**src/colorMapper_settings.svh**
```systemverilog
// Colour mapper constants
// Screen geometry, sprite and tile sizes, memory layout and colour keys
`ifndef COLORMAPPER_SETTINGS_SVH
`define COLORMAPPER_SETTINGS_SVH

// --------------------------------------------------
// Screen and tiles
// --------------------------------------------------
`define SCREEN_W        640
`define SCREEN_H        480
`define BLOCK_SIZE      32      // Tile edge
`define PLAYER_SIZE     32      // Walking sprite edge
`define MON_SIZE        64      // Creature sprite edge

// --------------------------------------------------
// Memory layout
// --------------------------------------------------
`define MON_BASE        0       // 8 slots of 4096 words
`define PLAYER_BASE     32768   // 4 frames of 1024 words
`define TILE_BASE       36864
`define GRASS_TILE0     23
`define MEM_LATENCY     1       // Read cycles

// --------------------------------------------------
// Battle screen placement
// --------------------------------------------------
`define PLAYER_MON_X    108
`define PLAYER_MON_Y    308
`define ENEMY_MON_X     468
`define ENEMY_MON_Y     108
`define PLAYER_CIRCLE_X 140
`define PLAYER_CIRCLE_Y 340
`define ENEMY_CIRCLE_X  500
`define ENEMY_CIRCLE_Y  140
`define CIRCLE_R        50
`define FRAME_X0        80      // Half-open on the far side
`define FRAME_X1        560
`define FRAME_Y0        80
`define FRAME_Y1        400

`define TRANSPARENT     12'hFFF
`define CIRCLE_GREY     4'h6

`endif

```
**src/colorMapperPkg.sv**
```systemverilog
// Colour mapper types
// Coordinates, memory addresses, colours and the flags that follow a pixel
`default_nettype none

package colorMapperPkg;

    // Pixel coordinate, one word for X or Y
    typedef logic [9:0] coordT;

    // Address into the shared sprite memory
    typedef logic [17:0] memAddrT;

    // Packed colour, red in the top nibble
    typedef logic [11:0] rgb12T;

    // One colour channel
    typedef logic [3:0] chanT;

    // Per-pixel flags carried alongside the memory read
    typedef struct packed {
        logic valid;        // Pixel present
        logic battle;       // Wild battle screen
        logic spriteHit;    // Inside an active sprite box
    } pixFlagsT;

endpackage

`default_nettype wire

```
**src/pipeDelay.sv**
```systemverilog
// Fixed-depth delay line
// Keeps side data in step with the sprite memory read
`timescale 1ns/1ps
`default_nettype none

module pipeDelay #(
    parameter type payloadT = logic,
    parameter int  DEPTH    = 1
) (
    input  logic    clk,
    input  logic    arstN,
    input  payloadT din,
    output payloadT dout
);

    payloadT stages [DEPTH];

    always_ff @(posedge clk or negedge arstN) begin
        if (!arstN) begin
            for (int i = 0; i < DEPTH; i++) begin
                stages[i] <= '0;
            end
        end else begin
            stages[0] <= din;
            for (int i = 1; i < DEPTH; i++) begin
                stages[i] <= stages[i-1];   // Shift towards the output
            end
        end
    end

    assign dout = stages[DEPTH-1];

endmodule

`default_nettype wire

```
**src/spriteAddrGen.sv**
```systemverilog
// Sprite address stage
// Player walking frame in overworld mode, creature slots in battle mode
`timescale 1ns/1ps
`default_nettype none
`include "colorMapper_settings.svh"

module spriteAddrGen
    import colorMapperPkg::*;
(
    input  logic       clk,
    input  logic       arstN,
    input  coordT      drawX,
    input  coordT      drawY,
    input  coordT      playerX,
    input  coordT      playerY,
    input  logic [3:0] playerInput,
    input  logic       startWildBattle,
    input  logic [2:0] wildIndex,
    output memAddrT    spriteAddr,
    output logic       spriteHit
);

    localparam logic [10:0] PlayerSz = 11'(`PLAYER_SIZE);
    localparam logic [10:0] MonSz    = 11'(`MON_SIZE);
    localparam logic [10:0] PlMonX   = 11'(`PLAYER_MON_X);
    localparam logic [10:0] PlMonY   = 11'(`PLAYER_MON_Y);
    localparam logic [10:0] EnMonX   = 11'(`ENEMY_MON_X);
    localparam logic [10:0] EnMonY   = 11'(`ENEMY_MON_Y);
    localparam memAddrT PlayerWords  = memAddrT'(`PLAYER_SIZE * `PLAYER_SIZE);
    localparam memAddrT MonWords     = memAddrT'(`MON_SIZE * `MON_SIZE);

    logic [10:0] plDx;          // Offsets wrap to large values left/above a box
    logic [10:0] plDy;
    logic [10:0] pmDx;
    logic [10:0] pmDy;
    logic [10:0] enDx;
    logic [10:0] enDy;
    logic [1:0]  frame;
    logic        inPlayer;
    logic        inPlayerMon;
    logic        inEnemyMon;
    memAddrT     nextAddr;
    logic        nextHit;

    assign plDx = {1'b0, drawX} - {1'b0, playerX};
    assign plDy = {1'b0, drawY} - {1'b0, playerY};
    assign pmDx = {1'b0, drawX} - PlMonX;
    assign pmDy = {1'b0, drawY} - PlMonY;
    assign enDx = {1'b0, drawX} - EnMonX;
    assign enDy = {1'b0, drawY} - EnMonY;

    assign inPlayer    = (plDx < PlayerSz) && (plDy < PlayerSz);
    assign inPlayerMon = (pmDx < MonSz) && (pmDy < MonSz);
    assign inEnemyMon  = (enDx < MonSz) && (enDy < MonSz);

    // Lowest key picks the walking frame
    always_comb begin
        if (playerInput[0]) begin
            frame = 2'd0;
        end else if (playerInput[1]) begin
            frame = 2'd1;
        end else if (playerInput[2]) begin
            frame = 2'd2;
        end else if (playerInput[3]) begin
            frame = 2'd3;
        end else begin
            frame = 2'd0;                       // No key held
        end
    end

    always_comb begin
        nextAddr = '0;
        nextHit  = 1'b0;
        if (startWildBattle) begin
            if (inEnemyMon) begin               // Enemy drawn on top
                nextAddr = memAddrT'(`MON_BASE) + memAddrT'(wildIndex) * MonWords
                         + memAddrT'(enDy) * memAddrT'(`MON_SIZE) + memAddrT'(enDx);
                nextHit  = 1'b1;
            end else if (inPlayerMon) begin     // Own creature in slot 0
                nextAddr = memAddrT'(`MON_BASE)
                         + memAddrT'(pmDy) * memAddrT'(`MON_SIZE) + memAddrT'(pmDx);
                nextHit  = 1'b1;
            end
        end else if (inPlayer) begin
            nextAddr = memAddrT'(`PLAYER_BASE) + memAddrT'(frame) * PlayerWords
                     + memAddrT'(plDy) * memAddrT'(`PLAYER_SIZE) + memAddrT'(plDx);
            nextHit  = 1'b1;
        end
    end

    always_ff @(posedge clk or negedge arstN) begin
        if (!arstN) begin
            spriteAddr <= '0;
            spriteHit  <= 1'b0;
        end else begin
            spriteAddr <= nextAddr;
            spriteHit  <= nextHit;
        end
    end

endmodule

`default_nettype wire

```
**src/tileAddrGen.sv**
```systemverilog
// Overworld tile address stage
// Border columns and rows, pseudo-random grass elsewhere
`timescale 1ns/1ps
`default_nettype none
`include "colorMapper_settings.svh"

module tileAddrGen
    import colorMapperPkg::*;
(
    input  logic    clk,
    input  logic    arstN,
    input  coordT   drawX,
    input  coordT   drawY,
    output memAddrT tileAddr
);

    localparam logic [4:0] LastCol = 5'(`SCREEN_W / `BLOCK_SIZE - 1);
    localparam logic [4:0] LastRow = 5'(`SCREEN_H / `BLOCK_SIZE - 1);
    localparam memAddrT TileWords  = memAddrT'(`BLOCK_SIZE * `BLOCK_SIZE);

    logic [4:0]  col;
    logic [4:0]  row;
    logic [11:0] grassMix;      // Hash of the tile position
    logic [4:0]  tile;
    memAddrT     nextAddr;

    assign col = 5'(drawX / `BLOCK_SIZE);
    assign row = 5'(drawY / `BLOCK_SIZE);

    assign grassMix = 12'(col ^ row) * 12'd31 + 12'(col) * 12'd17 + 12'(row) * 12'd11;

    // --------------------------------------------------
    // First matching rule picks the tile
    // --------------------------------------------------
    always_comb begin
        if (col == 5'd0) begin
            tile = 5'(row % 3);                 // Left column
        end else if (col >= LastCol) begin
            tile = 5'(row % 3) + 5'd3;          // Right column
        end else if (row == 5'd0) begin
            tile = col[0] ? 5'd5 : 5'd2;        // Top row
        end else if (row >= LastRow) begin
            tile = col[0] ? 5'd3 : 5'd0;        // Bottom row
        end else begin
            tile = 5'(`GRASS_TILE0) + 5'(grassMix % 5);
        end
    end

    assign nextAddr = memAddrT'(`TILE_BASE) + memAddrT'(tile) * TileWords
                    + memAddrT'(drawY % `BLOCK_SIZE) * memAddrT'(`BLOCK_SIZE)
                    + memAddrT'(drawX % `BLOCK_SIZE);

    always_ff @(posedge clk or negedge arstN) begin
        if (!arstN) begin
            tileAddr <= '0;
        end else begin
            tileAddr <= nextAddr;
        end
    end

endmodule

`default_nettype wire

```
**src/battleBackdrop.sv**
```systemverilog
// Battle screen background
// Grey platform circles over a white frame on a black surround
`timescale 1ns/1ps
`default_nettype none
`include "colorMapper_settings.svh"

module battleBackdrop
    import colorMapperPkg::*;
(
    input  logic  clk,
    input  logic  arstN,
    input  coordT drawX,
    input  coordT drawY,
    output rgb12T backdrop
);

    localparam logic signed [12:0] PlCx  = 13'(`PLAYER_CIRCLE_X);
    localparam logic signed [12:0] PlCy  = 13'(`PLAYER_CIRCLE_Y);
    localparam logic signed [12:0] EnCx  = 13'(`ENEMY_CIRCLE_X);
    localparam logic signed [12:0] EnCy  = 13'(`ENEMY_CIRCLE_Y);
    localparam logic signed [25:0] RadSq = 26'(`CIRCLE_R * `CIRCLE_R);

    logic signed [12:0] plDx;
    logic signed [12:0] plDy;
    logic signed [12:0] enDx;
    logic signed [12:0] enDy;
    logic signed [25:0] plDist;     // Squared distance to each centre
    logic signed [25:0] enDist;
    logic               inCircle;
    logic               inFrame;

    assign plDx = $signed({3'b000, drawX}) - PlCx;
    assign plDy = $signed({3'b000, drawY}) - PlCy;
    assign enDx = $signed({3'b000, drawX}) - EnCx;
    assign enDy = $signed({3'b000, drawY}) - EnCy;

    assign plDist = plDx * plDx + plDy * plDy;
    assign enDist = enDx * enDx + enDy * enDy;

    assign inCircle = (plDist <= RadSq) || (enDist <= RadSq);
    assign inFrame  = (drawX >= coordT'(`FRAME_X0)) && (drawX < coordT'(`FRAME_X1))
                   && (drawY >= coordT'(`FRAME_Y0)) && (drawY < coordT'(`FRAME_Y1));

    always_ff @(posedge clk or negedge arstN) begin
        if (!arstN) begin
            backdrop <= '0;
        end else if (inCircle) begin
            backdrop <= {3{`CIRCLE_GREY}};
        end else if (inFrame) begin
            backdrop <= 12'hFFF;            // White battle frame
        end else begin
            backdrop <= 12'h000;
        end
    end

endmodule

`default_nettype wire

```
**src/pixelCompositor.sv**
```systemverilog
// Final colour stage
// Opaque sprite over tile or battle backdrop, registered RGB out
`timescale 1ns/1ps
`default_nettype none
`include "colorMapper_settings.svh"

module pixelCompositor
    import colorMapperPkg::*;
(
    input  logic     clk,
    input  logic     arstN,
    input  pixFlagsT flags,
    input  rgb12T    backdrop,
    input  rgb12T    spriteData,
    input  rgb12T    tileData,
    output logic     rgbValid,
    output chanT     red,
    output chanT     green,
    output chanT     blue
);

    logic  spriteOpaque;
    rgb12T colour;

    assign spriteOpaque = flags.spriteHit && (spriteData != `TRANSPARENT);

    // Priority mux
    always_comb begin
        if (spriteOpaque) begin
            colour = spriteData;
        end else if (flags.battle) begin
            colour = backdrop;          // Creature key shows the battle scene
        end else begin
            colour = tileData;          // Player key shows the map
        end
    end

    // --------------------------------------------------
    // Output registers
    // --------------------------------------------------
    always_ff @(posedge clk or negedge arstN) begin
        if (!arstN) begin
            rgbValid <= 1'b0;
        end else begin
            rgbValid <= flags.valid;
        end
    end

    always_ff @(posedge clk) begin
        red   <= colour[11:8];
        green <= colour[7:4];
        blue  <= colour[3:0];
    end

endmodule

`default_nettype wire

```
**src/colorMapperTop.sv**
```systemverilog
// Pipelined colour mapper
// Address stage, one-cycle memory read and compositing over 3 cycles
`timescale 1ns/1ps
`default_nettype none
`include "colorMapper_settings.svh"

module colorMapperTop
    import colorMapperPkg::*;
(
    input  logic       clk,
    input  logic       arstN,
    input  logic       pixelValid,
    input  coordT      drawX,
    input  coordT      drawY,
    input  coordT      playerX,
    input  coordT      playerY,
    input  logic [3:0] playerInput,
    input  logic       startWildBattle,
    input  logic [2:0] wildIndex,
    output memAddrT    spriteAddr,
    output memAddrT    tileAddr,
    input  rgb12T      spriteData,
    input  rgb12T      tileData,
    output logic       rgbValid,
    output chanT       red,
    output chanT       green,
    output chanT       blue
);

    logic     validQ;
    logic     battleQ;
    logic     spriteHit;
    pixFlagsT addrFlags;        // Flags at the address stage
    pixFlagsT memFlags;         // Flags aligned with memory data
    rgb12T    backdropQ;
    rgb12T    backdropMem;

    // --------------------------------------------------
    // Stage 1 flags
    // --------------------------------------------------
    always_ff @(posedge clk or negedge arstN) begin
        if (!arstN) begin
            validQ  <= 1'b0;
            battleQ <= 1'b0;
        end else begin
            validQ  <= pixelValid;
            battleQ <= startWildBattle;
        end
    end

    assign addrFlags = '{valid: validQ, battle: battleQ, spriteHit: spriteHit};

    spriteAddrGen i_spriteAddrGen (
        .clk(clk), .arstN(arstN),
        .drawX(drawX), .drawY(drawY), .playerX(playerX), .playerY(playerY),
        .playerInput(playerInput), .startWildBattle(startWildBattle),
        .wildIndex(wildIndex), .spriteAddr(spriteAddr), .spriteHit(spriteHit)
    );

    tileAddrGen i_tileAddrGen (
        .clk(clk), .arstN(arstN), .drawX(drawX), .drawY(drawY), .tileAddr(tileAddr)
    );

    battleBackdrop i_battleBackdrop (
        .clk(clk), .arstN(arstN), .drawX(drawX), .drawY(drawY), .backdrop(backdropQ)
    );

    pipeDelay #(.payloadT(pixFlagsT), .DEPTH(`MEM_LATENCY)) flagDelay (
        .clk(clk), .arstN(arstN), .din(addrFlags), .dout(memFlags)
    );

    pipeDelay #(.payloadT(rgb12T), .DEPTH(`MEM_LATENCY)) backdropDelay (
        .clk(clk), .arstN(arstN), .din(backdropQ), .dout(backdropMem)
    );

    pixelCompositor i_pixelCompositor (
        .clk(clk), .arstN(arstN), .flags(memFlags), .backdrop(backdropMem),
        .spriteData(spriteData), .tileData(tileData),
        .rgbValid(rgbValid), .red(red), .green(green), .blue(blue)
    );

endmodule

`default_nettype wire

```
**config.mk**
```make
export PLATFORM = sky130hd
export DESIGN_NAME = colorMapperTop
export DESIGN_NICKNAME = d
export VERILOG_FILES = /design/src/colorMapperPkg.sv /design/src/pipeDelay.sv /design/src/spriteAddrGen.sv /design/src/tileAddrGen.sv /design/src/battleBackdrop.sv /design/src/pixelCompositor.sv /design/src/colorMapperTop.sv
export VERILOG_INCLUDE_DIRS = /design/src
export SDC_FILE = /design/constraint.sdc
export NUM_CORES = 1
export LEC_CHECK = 0
export ABC_AREA = 0
export BUFFER_PORTS_ARGS = -buffer_cell sky130_fd_sc_hd__buf_2
export CORE_AREA = 2 2 272 274
export CTS_CLUSTER_SIZE = 25
export DETAILED_ROUTE_END_ITERATION = 7
export DIE_AREA = 0 0 274 276
export PLACE_DENSITY = 0.55
export SETUP_SLACK_MARGIN = 0.2
export SYNTH_ARGS = -nofsm -noshare
export SYNTH_HDL_FRONTEND = slang
export SYNTH_HIERARCHICAL = 1
export SYNTH_SLANG_ARGS = --single-unit
```
**constraint.sdc**
```tcl
create_clock -name clk -period 1.8 [get_ports clk]
set_input_delay 0.18 -clock clk [delete_from_list [all_inputs] [get_ports clk]]
set_output_delay 0.18 -clock clk [all_outputs]
set_load 0.05 [all_outputs]
```
==> results.json, run 1 <==
{
  "dp.cells": 5050,
  "cp-start-kind": "input port",
  "yosys_warnings": 6,
  "portBuffers": 122,
  "start_util_pct": 39.8,
  "cts_tree": "yes",
  "drv_slew": 0,
  "async_flop_share_pct": 82.4,
  "skew_ps": 7.51,
  "status": "complete, but fails checks",
  "worstSetupPathType": "in2reg",
  "timing.fmax_mhz": 90.8,
  "grt_pass1_vias": 26700,
  "antenna_found_initial": 0,
  "finalHoldViolations": 0,
  "r2r_slack_ps": 710,
  "drive_above_1_share_pct": 32.5,
  "period_minus_slack_ps": 11020,
  "place.gp.congestion": 0.875,
  "clk_pin_slew_ps": 60,
  "rows": 99,
  "first_iter_violations": 1084,
  "synth_area_leaders": "fa_1 (36%), ha_1 (13%), inv_1 (10%)",
  "synth_area_sq_um": 28900,
  "critical-path-slowest-cell": "fa_1",
  "fp.dieArea_sq_um": 75600,
  "area_growth_pct": 34.8,
  "max_stage_delay_ps": 540,
  "numClockSinks": 68,
  "diodes": 0,
  "ant_nets": 0,
  "die_h_microns": 276,
  "yosys.area.top_type_share_pct": 36.1,
  "required_ps": 2040,
  "wl_per_cell_microns": 15.8,
  "grt_pass1_wl_microns": 136000,
  "tightest_slew_ps": 595,
  "avgSynthCellArea_sq_um": 8.88,
  "synth_flop_cell": "dfrtp_1",
  "crit_path_start": "drawX[5]",
  "die_width_microns": 274,
  "drt-total-wl_microns": 80900,
  "core_region_area_sq_um": 72600,
  "violations": "negative setup slack",
  "vias": 24800,
  "crit_path_end_kind": "flip-flop",
  "dr.pass1.iters": 6,
  "finalNetCount": 5067,
  "setup_viol_count_final": 26,
  "critPathMostFrequentCell": "inv_2",
  "min_from": "spriteData[11]",
  "hpwl_microns": 70600,
  "cts_buffers": 9,
  "track_usage_pct": 22.1,
  "ys_ff_latch": 68,
  "synth_edf_count": 0,
  "fin_crit_sh_pct": 612,
  "maxCapViolations": 0,
  "drc": 0,
  "cp.arrival_ps": 11260,
  "slew_headroom_pct": 60.1,
  "setup_slack_ps": -9220,
  "hp-class": "in2reg",
  "rsz0062_at_grt": "yes",
  "stdcell_count": 5131,
  "clockBufferDepth": 2,
  "overflow": 0,
  "crit_fanout": 6,
  "clk_latency_ps": 340,
  "grt_max_degree": 57,
  "yosys.area.top_type": "fa_1",
  "io_pins": 124,
  "synthCells": 3250,
  "cts_root_buf": "clkbuf_16",
  "ys_types": 131,
  "htree_levels": 3,
  "rr_startpoint": "flagDelay/dout[0]$_DFF_PN0_",
  "fin_util_pct": 53.6,
  "ys_seq_area_share_pct": 5.69,
  "post_drt_via_cell_ratio": 4.84
}
-- sequential cells by signal (all words and copies together) (netlist names), 2 cells and up --
name	count
backdropDelay/dout	12
i_pixelCompositor/green	4
i_battleBackdrop/backdrop	2
i_tileAddrGen/tileAddr	17
i_pixelCompositor/red	4
i_pixelCompositor/blue	4
i_spriteAddrGen/spriteAddr	18
flagDelay/dout	3
-- cell families after synthesis --
| group | count (synthesis) | share of synthesized area, % |
|---|---|---|
| compound gates | 505 | 12.7 |
| xor+xnor | 173 | 5.41 |
| fa+ha+maj | 827 | 49.4 |
| buf+inv | 875 | 11.8 |
| flops | 68 | 5.69 |
| mux | 38 | 1.38 |
| other cells | 3 | 0.0390 |
| simple gates | 761 | 13.6 |
-- cells in the final DEF, fill, tap and decap left out, types with 36 or more instances in the layout --
master and count:
buf_4 842, nor2_1 162, ha_1 271, nand2_1 215, buf_2 108, nand3_1 36, a21oi_1 96, dfrtp_1 56
o21ai_0 63, and2_1 45, nor3_1 43, inv_1 738, xor2_1 44, fa_1 505, xnor2_1 105
-- metal layers --
layer | track usage (%) | wire [microns] | part of all wire, %
met1 | 29.9 | 36600 | 45
met2 | 39.3 | 40600 | 50
met3 | 1.43 | 2340 | 2.9
met5 | 0 | 0 | 0
met4 | 3.46 | 1330 | 1.6
-- cell type report --
cell class,instances,area [sq um]
multi-input combinational,2308,25200
clock buffer,10,229
tap,959,1200
timing repair buffer,998,7540
fill,6788,33700
sequential,68,1640
inverter,782,3010
clock inverter,6,113
-- critical path: cells and delay by family --
family | cells | cell delay, ps
xor gates and xnor gates | 1 | 120
AOI/OAI and AO/OA | 15 | 3720
adders and majority gates | 13 | 4460
buffers and inverters | 13 | 1200
and+or+nand+nor | 11 | 1560
-- timing repair --
action / CTS / global route
pin swaps: 56 / 87
gates cloned: 1 / 0
setup endpoints to repair: 26 / 26
setup buffers: 45 / 17
gates resized for setup: 112 / 82
endpoints found under the hold margin: 57 / 0
hold buffers: 2 / 0
-- worst paths after layout --
kind	endpoint	cells after the start
max in group asynchronous	i_tileAddrGen/tileAddr[0]$_DFF_PN0_	3
worst min-delay path	i_pixelCompositor/red[3]$_DFF_P_	3
worst max-delay path	i_tileAddrGen/tileAddr[14]$_DFF_PN0_	53
min in group asynchronous	i_tileAddrGen/tileAddr[15]$_DFF_PN0_	3
worst max register to register	i_pixelCompositor/blue[2]$_DFF_P_	2
worst min register to register	i_pixelCompositor/rgbValid$_DFF_PN0_	0
-- stage by stage --
step / hold WS, ps / TNS, ps / setup slack [ps] / cell area, sq um
floorplan: -116 / -83790 / -9300 / 29900
global placement: 198 / -102600 / -9470 / 37200
detailed placement: 210 / -103750 / -9630 / 37200
CTS: 99.5 / -88540 / -9080 / 38400
global route: 116 / -95340 / -9620 / 38900
finish: 111 / -89820 / -9220 / 38900
-- synthesized netlist by cell type, drive strengths merged, types with 42 or more instances --
cell    number
a21oi      121
and2        51
buf         42
clkbuf      51
dfrtp       56
fa         520
ha         305
inv        776
nand2      229
nor2       182
nor3        51
o21ai      107
xnor2      120
xor2        53
Power of run 1 is left out: the tool's default activity adds up to more than one toggle a clock period on the data nets, which glitch-free logic cannot reach.
==> run 2: changes to the inputs <==
RECOVER_POWER = 50   (was unset)
==> results.json, run 2 (synthesis results as in run 1) <==
{
  "core_region_area_sq_um": 72600,
  "final_common_cell": "buf_4",
  "cts_root_buf": "clkbuf_16",
  "largest_register_ffs": 18,
  "postLayoutCellArea_sq_um": 38800,
  "wl_met2_microns": 40700,
  "drt-total-wl_microns": 81000,
  "finalNetCount": 5067,
  "drv_slew": 0,
  "rows": 99,
  "hpwl_microns": 70600,
  "status": "complete, but fails checks",
  "overflow": 0,
  "required_ps": 2040,
  "clk_pin_slew_ps": 60,
  "hp-class": "in2reg",
  "rr_worst_depth": 2,
  "cts_buffers": 9,
  "critPathCapture": "i_tileAddrGen/tileAddr[14]$_DFF_PN0_",
  "dp_slack_ps": -9630,
  "r2r_slack_ps": 680,
  "cp-start-kind": "input port",
  "grt_pass1_vias": 26700,
  "maxCapViolations": 0,
  "cts_tree": "yes",
  "first_iter_violations": 1053,
  "drc": 0,
  "drive_above_1_share_pct": 32.2,
  "worstSetupPathType": "in2reg",
  "crit_fanout": 6,
  "rsz0062_at_grt": "yes",
  "antenna_found_initial": 0,
  "regMostFlops": "i_spriteAddrGen/spriteAddr",
  "tightest_slew_ps": 998,
  "critical-path-slowest-cell": "fa_1",
  "finalHoldViolations": 0,
  "fillers": 6805,
  "io_pins": 124,
  "area_growth_pct": 34.4,
  "top_layer": "met4",
  "clockBufferDepth": 2,
  "worstReg2RegEnd": "i_pixelCompositor/blue[2]$_DFF_P_",
  "grt_pass1_wl_microns": 136000,
  "die_width_microns": 274,
  "cp.arrival_ps": 11260,
  "critPathMostFrequentCell": "inv_2",
  "crit_path_end_kind": "flip-flop",
  "place.gp.congestion": 0.875,
  "slew_headroom_pct": 33.5,
  "setup_slack_ps": -9210,
  "holdPathStages": 3,
  "diodes": 0,
  "rr_startpoint": "flagDelay/dout[0]$_DFF_PN0_",
  "wl_per_cell_microns": 15.8,
  "violations": "negative setup slack",
  "numClockSinks": 68,
  "fp.dieArea_sq_um": 75600,
  "layout_common_cells": "buf_4 (838), inv_1 (738), fa_1 (505), ha_1 (271), nand2_1 (215)",
  "skew_ps": 7.46,
  "post_drt_via_cell_ratio": 4.84,
  "timing.fmax_mhz": 90.8,
  "setup_viol_count_final": 26,
  "met1_length_microns": 36700,
  "period_minus_slack_ps": 11010,
  "start_util_pct": 39.8,
  "dpl_cell_area_sq_um": 37200,
  "grt_max_degree": 57,
  "portBuffers": 122,
  "dr.pass1.iters": 8,
  "fin_crit_sh_pct": 612,
  "clk_latency_ps": 340,
  "htree_levels": 3,
  "die_h_microns": 276,
  "ant_nets": 0,
  "met3_length_microns": 2240,
  "track_usage_pct": 22.1,
  "crit_path_start": "drawX[5]",
  "vias": 24900,
  "max_stage_delay_ps": 540
}
[run 2: worst min path at each step]
stage | from | to
floorplan | arstN | backdropDelay/dout[0]$_DFF_PN0_
global placement | arstN | i_spriteAddrGen/spriteAddr[10]$_DFF_PN0_
detailed placement | arstN | i_spriteAddrGen/spriteAddr[10]$_DFF_PN0_
CTS | spriteData[11] | i_pixelCompositor/red[3]$_DFF_P_
global route | spriteData[11] | i_pixelCompositor/red[3]$_DFF_P_
finish | spriteData[10] | i_pixelCompositor/red[2]$_DFF_P_
[run 2: metal layers]
metal / global-route usage (%) / up-vias
li1: - / 12200
met1: 29.9 / 12300
met2: 39.3 / 366
met3: 1.43 / 68
met4: 3.46 / 0
met5: 0 / -
[run 2: worst max-delay path: cells and delay by family]
kind,cells,cell delay [ps]
buf+inv,13,1200
xor+xnor,1,120
compound gates,15,3720
fa+ha+maj,13,4460
simple gates,11,1540
[run 2: repair_timing]
action,in CTS,in global routing
hold buffers,2,0
endpoints found under the hold margin,57,0
resized for setup,112,82
endpoints found under the setup margin,26,26
setup buffers,45,17
cloned,1,0
pin swaps,56,87
[run 2: through the flow]
stage	hold slack (ps)	setup TNS [ps]	instances	util, %
global route	116	-103810	5131	53.4
detailed placement	210	-103750	5050	51.3
finish	118	-97920	5131	53.4
floorplan	-116	-83790	3251	-
global placement	198	-102600	5050	51.3
CTS	99.5	-88540	5114	52.9
[run 2: layout make-up]
type	instances	area, sq um	area share [%]
timing repair buffer	998	7430	19.1
inverter	782	3010	7.75
clock buffer	10	229	0.590
sequential	68	1640	4.23
clock inverter	6	113	0.290
multi-input combinational	2308	25200	64.9
tap	959	1200	3.09
Power of run 2 is left out for the same reason.
